==> config.mk <==
export PLATFORM = sky130hd
export DESIGN_NAME = exec_core
export DESIGN_NICKNAME = d
export VERILOG_FILES = /design/src/rtl/exec_core_pkg.sv /design/src/rtl/exec_core.sv /design/src/rtl/exec_control.sv /design/src/rtl/operand_bypass.sv /design/src/rtl/alu.sv /design/src/rtl/regfile.sv
export VERILOG_INCLUDE_DIRS = /design/src /design/src/include
export SDC_FILE = /design/constraint.sdc
export NUM_CORES = 2
export LEC_CHECK = 0
export BUFFER_PORTS_ARGS = -buffer_cell sky130_fd_sc_hd__buf_2
export CELL_PAD_IN_SITES_DETAIL_PLACEMENT = 1
export CELL_PAD_IN_SITES_GLOBAL_PLACEMENT = 1
export CORE_UTILIZATION = 55
export CTS_BUF_LIST = sky130_fd_sc_hd__clkbuf_4
export CTS_CLUSTER_SIZE = 40
export DETAILED_ROUTE_END_ITERATION = 8
export GPL_ROUTABILITY_DRIVEN = 0
export PLACE_DENSITY_LB_ADDON = 0.08
export RECOVER_POWER = 50
export SYNTH_ARGS = -nofsm -noshare
export SYNTH_HDL_FRONTEND = slang
export SYNTH_HIERARCHICAL = 1
export SYNTH_SLANG_ARGS = --single-unit
==> constraint.sdc <==
create_clock -name clock -period 8.3 [get_ports clock]
set_input_delay 1.245 -clock clock [delete_from_list [all_inputs] [get_ports clock]]
set_output_delay 1.245 -clock clock [all_outputs]
set_load 0.02 [all_outputs]
==> src/include/exec_core_cfg.svh <==
// sizing macros for the execute core: register count, data width, index width, status register
`ifndef EXEC_CORE_CFG_SVH
`define EXEC_CORE_CFG_SVH

// ############################################################
// register file geometry
// ############################################################

`define REG_COUNT 32 // entry 0 is the hard-wired zero

`define DATA_WIDTH 32

`define REG_IDX_W 5 // enough bits to address REG_COUNT entries

// ############################################################
// status register
// ############################################################

// add, addi and sub overflow codes are written here instead of to rd
`define RSTATUS_REG 30

`endif
==> src/rtl/exec_core_pkg.sv <==
// execute core types: instruction formats and union, opcode and alu enums, wb and ex_ctrl structs
`include "exec_core_cfg.svh"

package exec_core_pkg;

    // ############################################################
    // encodings
    // ############################################################

    typedef enum logic [4:0] {
        OP_ALU  = 5'd0, // register-type, function picked by alu_op
        OP_ADDI = 5'd5
    } opcode_e;

    typedef enum logic [4:0] {
        ALU_ADD = 5'd0,
        ALU_SUB = 5'd1,
        ALU_AND = 5'd2,
        ALU_OR  = 5'd3,
        ALU_SLL = 5'd4,
        ALU_SRA = 5'd5
    } alu_op_e;

    // ############################################################
    // instruction word
    // ############################################################

    typedef struct packed {
        opcode_e               opcode;
        logic [`REG_IDX_W-1:0] rd;
        logic [`REG_IDX_W-1:0] rs;
        logic [`REG_IDX_W-1:0] rt;
        logic [`REG_IDX_W-1:0] shamt;
        alu_op_e               alu_op;
        logic [1:0]            zero; // unused low bits of the register-type word
    } r_fmt_t;

    // the immediate takes every bit left below rs
    typedef struct packed {
        opcode_e                                      opcode;
        logic [`REG_IDX_W-1:0]                        rd;
        logic [`REG_IDX_W-1:0]                        rs;
        logic signed [`DATA_WIDTH-5-2*`REG_IDX_W-1:0] imm;
    } i_fmt_t;

    // opcode and register fields sit in the same place in both views
    typedef union packed {
        r_fmt_t r;
        i_fmt_t i;
    } insn_u;

    // ############################################################
    // datapath bundles
    // ############################################################

    typedef struct packed {
        logic                   valid;
        logic [`REG_IDX_W-1:0]  rd;
        logic [`DATA_WIDTH-1:0] data;
    } wb_t;

    typedef struct packed {
        logic [`REG_IDX_W-1:0]  rs;
        logic [`REG_IDX_W-1:0]  rt;
        alu_op_e                alu_op;
        logic                   use_imm;   // operand B comes from imm_value
        logic [`DATA_WIDTH-1:0] imm_value; // already sign-extended
        logic [`REG_IDX_W-1:0]  shamt;
    } ex_ctrl_t;

endpackage

==> src/rtl/exec_core.sv <==
// execute core top: control, register file, operand bypass and alu
`timescale 1ns/100ps
`include "exec_core_cfg.svh"

module exec_core (
    input  logic                 clock,
    input  logic                 rst,
    input  logic                 insn_valid,
    input  exec_core_pkg::insn_u insn,
    output exec_core_pkg::wb_t   wb,
    output logic                 ovf
);

    import exec_core_pkg::*;

    ex_ctrl_t               ex_ctrl;
    logic [`DATA_WIDTH-1:0] rf_a;
    logic [`DATA_WIDTH-1:0] rf_b;
    logic [`DATA_WIDTH-1:0] op_a;
    logic [`DATA_WIDTH-1:0] op_b;
    logic [`DATA_WIDTH-1:0] alu_result;
    logic                   alu_overflow;

    // decode happens in the same cycle the word is presented
    exec_control exec_control_i (
        .clock        (clock),
        .rst          (rst),
        .insn_valid   (insn_valid),
        .insn         (insn),
        .alu_result   (alu_result),
        .alu_overflow (alu_overflow),
        .ex_ctrl      (ex_ctrl),
        .wb           (wb),
        .ovf          (ovf)
    );

    // the registered writeback lands here one edge after it appears on wb
    regfile regfile_i (
        .clock     (clock),
        .rst       (rst),
        .wr        (wb),
        .rd_idx_a  (ex_ctrl.rs),
        .rd_idx_b  (ex_ctrl.rt),
        .rd_data_a (rf_a),
        .rd_data_b (rf_b)
    );

    operand_bypass operand_bypass_i (
        .ex_ctrl (ex_ctrl),
        .rf_a    (rf_a),
        .rf_b    (rf_b),
        .wb      (wb),
        .op_a    (op_a),
        .op_b    (op_b)
    );

    alu alu_i (
        .op_a     (op_a),
        .op_b     (op_b),
        .alu_op   (ex_ctrl.alu_op),
        .shamt    (ex_ctrl.shamt),
        .result   (alu_result),
        .overflow (alu_overflow)
    );

endmodule

==> src/rtl/exec_control.sv <==
// execute control: instruction decode, immediate select, overflow redirect, writeback register
`timescale 1ns/100ps
`include "exec_core_cfg.svh"

module exec_control (
    input  logic                    clock,
    input  logic                    rst,
    input  logic                    insn_valid,
    input  exec_core_pkg::insn_u    insn,
    input  logic [`DATA_WIDTH-1:0]  alu_result,
    input  logic                    alu_overflow,
    output exec_core_pkg::ex_ctrl_t ex_ctrl,
    output exec_core_pkg::wb_t      wb,
    output logic                    ovf
);

    import exec_core_pkg::*;

    localparam logic [`REG_IDX_W-1:0] STATUS_IDX = `REG_IDX_W'(`RSTATUS_REG);

    logic                   is_r;
    logic                   is_i;
    logic                   r_legal;
    logic                   legal;
    logic [`REG_IDX_W-1:0]  dest;
    logic [`DATA_WIDTH-1:0] ovf_code;
    logic                   accept;

    // ############################################################
    // decode
    // ############################################################

    assign is_r = (insn.r.opcode == OP_ALU);
    assign is_i = (insn.i.opcode == OP_ADDI);

    // register-type words are only legal with a known function code
    always_comb begin
        case (insn.r.alu_op)
            ALU_ADD, ALU_SUB, ALU_AND, ALU_OR, ALU_SLL, ALU_SRA: r_legal = 1'b1;
            default: r_legal = 1'b0;
        endcase
    end

    assign legal  = (is_r && r_legal) || is_i;
    assign accept = insn_valid && legal;

    always_comb begin
        ex_ctrl    = '0;
        // rs and rd sit in the same bits in both views
        ex_ctrl.rs = insn.r.rs;
        dest       = insn.r.rd;
        if (is_i) begin
            ex_ctrl.rt        = '0;
            ex_ctrl.alu_op    = ALU_ADD; // addi is an add with the immediate on port B
            ex_ctrl.use_imm   = 1'b1;
            // size cast of a signed field sign-extends to the full width
            ex_ctrl.imm_value = `DATA_WIDTH'($signed(insn.i.imm));
            ex_ctrl.shamt     = '0;
        end else begin
            ex_ctrl.rt        = insn.r.rt;
            ex_ctrl.alu_op    = insn.r.alu_op;
            ex_ctrl.use_imm   = 1'b0;
            ex_ctrl.imm_value = '0;
            ex_ctrl.shamt     = insn.r.shamt;
        end
    end

    // ############################################################
    // overflow redirect
    // ############################################################

    // status code 1 is add, 2 is addi and 3 is sub
    always_comb begin
        if (is_i) begin
            ovf_code = `DATA_WIDTH'(2);
        end else if (insn.r.alu_op == ALU_SUB) begin
            ovf_code = `DATA_WIDTH'(3);
        end else begin
            ovf_code = `DATA_WIDTH'(1);
        end
    end

    // ############################################################
    // writeback register
    // ############################################################

    always_ff @(posedge clock) begin
        if (rst) begin
            wb.valid <= 1'b0;
            ovf      <= 1'b0;
        end else begin
            wb.valid <= accept;
            ovf      <= accept && alu_overflow; // only add and sub can raise it
        end
    end

    // target and data are loaded every cycle and only matter when valid
    always_ff @(posedge clock) begin
        if (alu_overflow) begin
            wb.rd   <= STATUS_IDX;
            wb.data <= ovf_code;
        end else begin
            wb.rd   <= dest;
            wb.data <= alu_result;
        end
    end

    // ############################################################
    // checks
    // ############################################################

    wb_follows_insn: assert property (
        @(posedge clock) disable iff (rst)
        wb.valid |-> $past(insn_valid)
    ) else $error("exec_control: writeback without an issued instruction");

    ovf_targets_status: assert property (
        @(posedge clock) disable iff (rst)
        ovf |-> (wb.valid && (wb.rd == STATUS_IDX))
    ) else $error("exec_control: overflow not redirected to status register");

endmodule

==> src/rtl/operand_bypass.sv <==
// operand bypass: forwards the pending writeback onto a matching read and muxes in the immediate
`timescale 1ns/100ps
`include "exec_core_cfg.svh"

module operand_bypass (
    input  exec_core_pkg::ex_ctrl_t ex_ctrl,
    input  logic [`DATA_WIDTH-1:0]  rf_a,
    input  logic [`DATA_WIDTH-1:0]  rf_b,
    input  exec_core_pkg::wb_t      wb,
    output logic [`DATA_WIDTH-1:0]  op_a,
    output logic [`DATA_WIDTH-1:0]  op_b
);

    logic wb_live;
    logic hit_a;
    logic hit_b;

    // a pending write to r0 never reaches the array, so it must not forward either
    assign wb_live = wb.valid && (wb.rd != '0);

    assign hit_a = wb_live && (wb.rd == ex_ctrl.rs);
    assign hit_b = wb_live && (wb.rd == ex_ctrl.rt);

    assign op_a = hit_a ? wb.data : rf_a;

    // the immediate wins over any forwarded register value
    always_comb begin
        if (ex_ctrl.use_imm) begin
            op_b = ex_ctrl.imm_value;
        end else if (hit_b) begin
            op_b = wb.data;
        end else begin
            op_b = rf_b;
        end
    end

endmodule

==> src/rtl/alu.sv <==
// alu: add, sub, and, or, sll, sra with signed overflow flag on add and sub
`timescale 1ns/100ps
`include "exec_core_cfg.svh"

module alu (
    input  logic [`DATA_WIDTH-1:0] op_a,
    input  logic [`DATA_WIDTH-1:0] op_b,
    input  exec_core_pkg::alu_op_e alu_op,
    input  logic [`REG_IDX_W-1:0]  shamt,
    output logic [`DATA_WIDTH-1:0] result,
    output logic                   overflow
);

    import exec_core_pkg::*;

    localparam int MSB = `DATA_WIDTH - 1;

    logic [`DATA_WIDTH-1:0] sum;
    logic [`DATA_WIDTH-1:0] diff;
    logic                   add_ovf;
    logic                   sub_ovf;

    // ############################################################
    // arithmetic
    // ############################################################

    assign sum  = op_a + op_b;
    assign diff = op_a - op_b;

    // same-sign operands whose sum flips sign
    assign add_ovf = (op_a[MSB] == op_b[MSB]) && (sum[MSB] != op_a[MSB]);

    // for subtraction the operand signs must differ before the result can wrap
    assign sub_ovf = (op_a[MSB] != op_b[MSB]) && (diff[MSB] != op_a[MSB]);

    // ############################################################
    // function select
    // ############################################################

    always_comb begin
        result   = '0;
        overflow = 1'b0;
        case (alu_op)
            ALU_ADD: begin
                result   = sum;
                overflow = add_ovf;
            end
            ALU_SUB: begin
                result   = diff;
                overflow = sub_ovf;
            end
            ALU_AND: begin
                result = op_a & op_b;
            end
            ALU_OR: begin
                result = op_a | op_b;
            end
            ALU_SLL: begin
                result = op_a << shamt; // zeros fill from the bottom
            end
            ALU_SRA: begin
                result = $signed(op_a) >>> shamt; // sign bit is replicated
            end
            default: begin
                result   = '0; // decoder filters these out before writeback
                overflow = 1'b0;
            end
        endcase
    end

endmodule

==> src/rtl/regfile.sv <==
// register file: 32 by 32 array, one write port, two combinational read ports, r0 reads zero
`timescale 1ns/100ps
`include "exec_core_cfg.svh"

module regfile (
    input  logic                   clock,
    input  logic                   rst,
    input  exec_core_pkg::wb_t     wr,
    input  logic [`REG_IDX_W-1:0]  rd_idx_a,
    input  logic [`REG_IDX_W-1:0]  rd_idx_b,
    output logic [`DATA_WIDTH-1:0] rd_data_a,
    output logic [`DATA_WIDTH-1:0] rd_data_b
);

    logic [`DATA_WIDTH-1:0] regs [`REG_COUNT];
    logic                   wr_en;

    // ############################################################
    // write port
    // ############################################################

    // r0 is never a legal target, the write is simply dropped
    assign wr_en = wr.valid && (wr.rd != '0);

    always_ff @(posedge clock) begin
        if (rst) begin
            for (int i = 0; i < `REG_COUNT; i++) begin
                regs[i] <= '0;
            end
        end else if (wr_en) begin
            regs[wr.rd] <= wr.data; // visible to readers after this edge
        end
    end

    // ############################################################
    // read ports
    // ############################################################

    // two independent selects, no internal write-through
    // a same-cycle write is covered by the bypass stage
    always_comb begin
        if (rd_idx_a == '0) begin
            rd_data_a = '0;
        end else begin
            rd_data_a = regs[rd_idx_a];
        end
    end

    always_comb begin
        if (rd_idx_b == '0) begin
            rd_data_b = '0;
        end else begin
            rd_data_b = regs[rd_idx_b];
        end
    end

    // ############################################################
    // checks
    // ############################################################

    // entry 0 must stay clear whatever the write port is handed over time
    r0_stays_zero: assert property (
        @(posedge clock) disable iff (rst)
        regs[0] == '0
    ) else $error("regfile: r0 storage was written");

endmodule

==> impl_metrics.toml <==
[pwr]
p_sw_frac = 0.311
p_seq_frac = 0.446
clkPwrFrac = 0.344
p_comb_frac = 0.211
internal_power_mw = 9.58
p_sw_mw = 4.32
power_mw = 13.9
leakage_nw = 26.1
vdd_drop_max_mv = 0.139
p_per_area_nw_per_um2 = 195

[clocking]
cts-root-buf = "clkbuf_4"
clk-insertion-delay-late_ns = 1.29
hold_buffers = 0
path_clk_slew_ns = 0.06
cts_htree_levels = 5
cts_resized = 0
cts_buffers = 309
post_cts_buffers = 0
cts_tree = "done"
cts.sinks = 1063
clk_path_buf_depth = 4

[global_route]
grt_max_degree = 78
grt_antenna_before_repair = 12
grt_usage = 0.408
grt_pass1_wl_mm = 352
grt_pass1_vias = 49700
grt.overflow.total = 0

[synthesis]
ys_seq_elements = 1063
synth_area_leader_cell = "edfxtp_1"
avgSynthCellArea_um2 = 13.1
async_reset_ff_frac = 0
ys.flop_type = "edfxtp_1"
synth_edf_count = 1024
ys_top_cells_by_area = "edfxtp_1 (47%), mux4_2 (18%), and2_1 (10%)"
ys_types = 101
ys_warn_count = 6
yosysTopAreaCellShare = 0.470
netlist_area_um2 = 65400
yosysSeqAreaShare = 0.482
syn_inst = 5003

[sta]
hold_violations = 0
maxSlewViolCount = 1220
fmax_ghz = 0.135
tightest_slew_ns = 3.46
rsz0062_at_grt = "no"
min_period_ns = 7.43
fin_hold_ws_ns = 0.208
tns_ns = 0
slew-limit-headroom = -1.30
finalCritPeriodShare = 0.896
finalSetupViolations = 0
skew_ns = 0.107
fin_ws_ns = 0.867

[critical_path]
worstPathRequired_ns = 9.14
cpPeakStageDelay_ns = 1.94
path_buf_inv = 4
cp.arrival_ns = 8.27
cp-start-kind = "primary input"
cp_top_family = "buffers and inverters"
path_cells = "clkbuf_1 -> clkbuf_1 -> or4b_2 -> nor2_4 -> clkbuf_1 -> or2_2 -> buf_4"
crit_top_cell = "clkbuf_1"
worstPathMaxFanout = 46
worstSetupPathType = "primary input to flip-flop"
end_kind = "flip-flop"
cp_slowest_cell = "clkbuf_1"
r2r_start = "exec_control_i/wb[36]"
startpoint = "rst"

[placed_design]
place_area_um2 = 67800
place_hpwl_mm = 158
place_inst = 6366
place_ws_ns = 0.261
portBuffers = 73

[final_layout]
final_cell_area_um2 = 71300
layout_common_cells = "edfxtp_1 (1024), and2_0 (534), and2_1 (517), mux4_2 (516), clkbuf_4 (435)"
layout.cells.non_filler = 6875
post-route-util = 0.604
area_growth_pct = 9.00
drive_above_1_share = 0.270
num-nets-final = 5286
mostFrequentLayoutCell = "edfxtp_1"

[routing]
drc = 0
final_antenna_net_count = 0
first_iter_violations = 6783
drt-vias-per-instance = 7.12
wl_per_cell_um = 35.7
drt_first_pass_iters = 6
vias = 49000
wl_mm = 246

[worst_hold_path]
min-delay-start = "insn[26]"
hold_class = "primary input to flip-flop"

[die]
die_area_um2 = 120000
initial_core_util = 0.554
rows = 126
die_x_um = 347
core-area_um2 = 118000
ioPinCount = 74
die_y_um = 347

[outcome]
failed_checks = "max-capacitance violations, max-slew violations"
status = "complete, but fails checks"

[run]
maxCapViolCount = 36
## state kept, by name (all words and copies together) (netlist names)
register and count:
exec_control_i/ovf 1, exec_control_i/wb 38, regfile_i/regs 1024
## kinds of logic (layout without fill, tap and decap cells)
kind of cell | count (synthesis) | after routing | share of synthesized area
and+or+nand+nor | 1639 | 1639 | 0.146
DFF | 1063 | 1063 | 0.482
muxes | 797 | 797 | 0.222
AOI/OAI and AO/OA | 726 | 726 | 0.0790
buffers and inverters | 630 | 926 | 0.0444
adders and majority gates | 110 | 110 | 0.0213
xor gates and xnor gates | 37 | 37 | 0.00496
other | 1 | 41 | 0.0000574
## synth_stat cells (10+ instances only)
master,count
a31oi_1,10
and3_1,10
o21ai_1,32
ha_1,108
dfxtp_1,39
a22oi_1,22
a211oi_1,25
mux4_2,516
mux2i_1,209
buf_4,58
o211ai_1,31
a2111oi_0,17
a2111oi_1,41
buf_6,30
mux2_2,70
o21ai_0,113
xnor2_1,23
a21oi_1,110
nor2_1,168
edfxtp_1,1024
a21o_1,16
a221oi_1,16
inv_1,99
nor3_1,76
buf_2,78
and2_1,1052
nor2b_1,69
nor4_1,16
nand2_1,122
buf_1,26
xor2_1,14
nand3_1,19
clkbuf_1,330
a221o_1,38
o22ai_1,111
o31ai_1,13
or2_2,39
nand2b_1,18
a22o_1,51
## power groups by stage
stage | Sequential [mW] | Clock (mW) | Combinational [mW]
after floorplan | 6.28 | 0 | 1.81
after global placement | 6.29 | 0 | 2.79
after detailed placement | 6.30 | 0 | 2.84
after CTS | 6.19 | 4.85 | 2.85
after global routing | 6.21 | 5.09 | 3.05
final | 6.20 | 4.78 | 2.93
## area by class of cell
| cell class | count | area, µm² |
|---|---|---|
| multi-input combinational | 3341 | 31300 |
| sequential | 1063 | 31500 |
| clock buffer | 435 | 3270 |
| tap | 1536 | 1920 |
| antenna | 9 | 22.5 |
| inverter | 108 | 405 |
| fill | 11500 | 46700 |
| timing repair buffer | 318 | 2470 |
| clock inverter | 65 | 308 |
## metal layers
layer  track usage  part of all wire
met2         0.627              0.45
met4         0.212             0.058
met5             0           0.00030
met3        0.0928              0.12
met1         0.545              0.37
## path summary, 6_finish.rpt
| path | slack [ns] | cells after the start | end |
|---|---|---|---|
| setup / recovery | 0.87 | 7 | regfile_i/regs[20][27] |
| hold / removal | 0.21 | 2 | exec_control_i/wb[36] |
| setup reg to reg | 1.93 | 18 | exec_control_i/wb[33] |
| hold reg to reg | 0.76 | 1 | regfile_i/regs[14][9] |
Power figures use the tool's default switching activity.
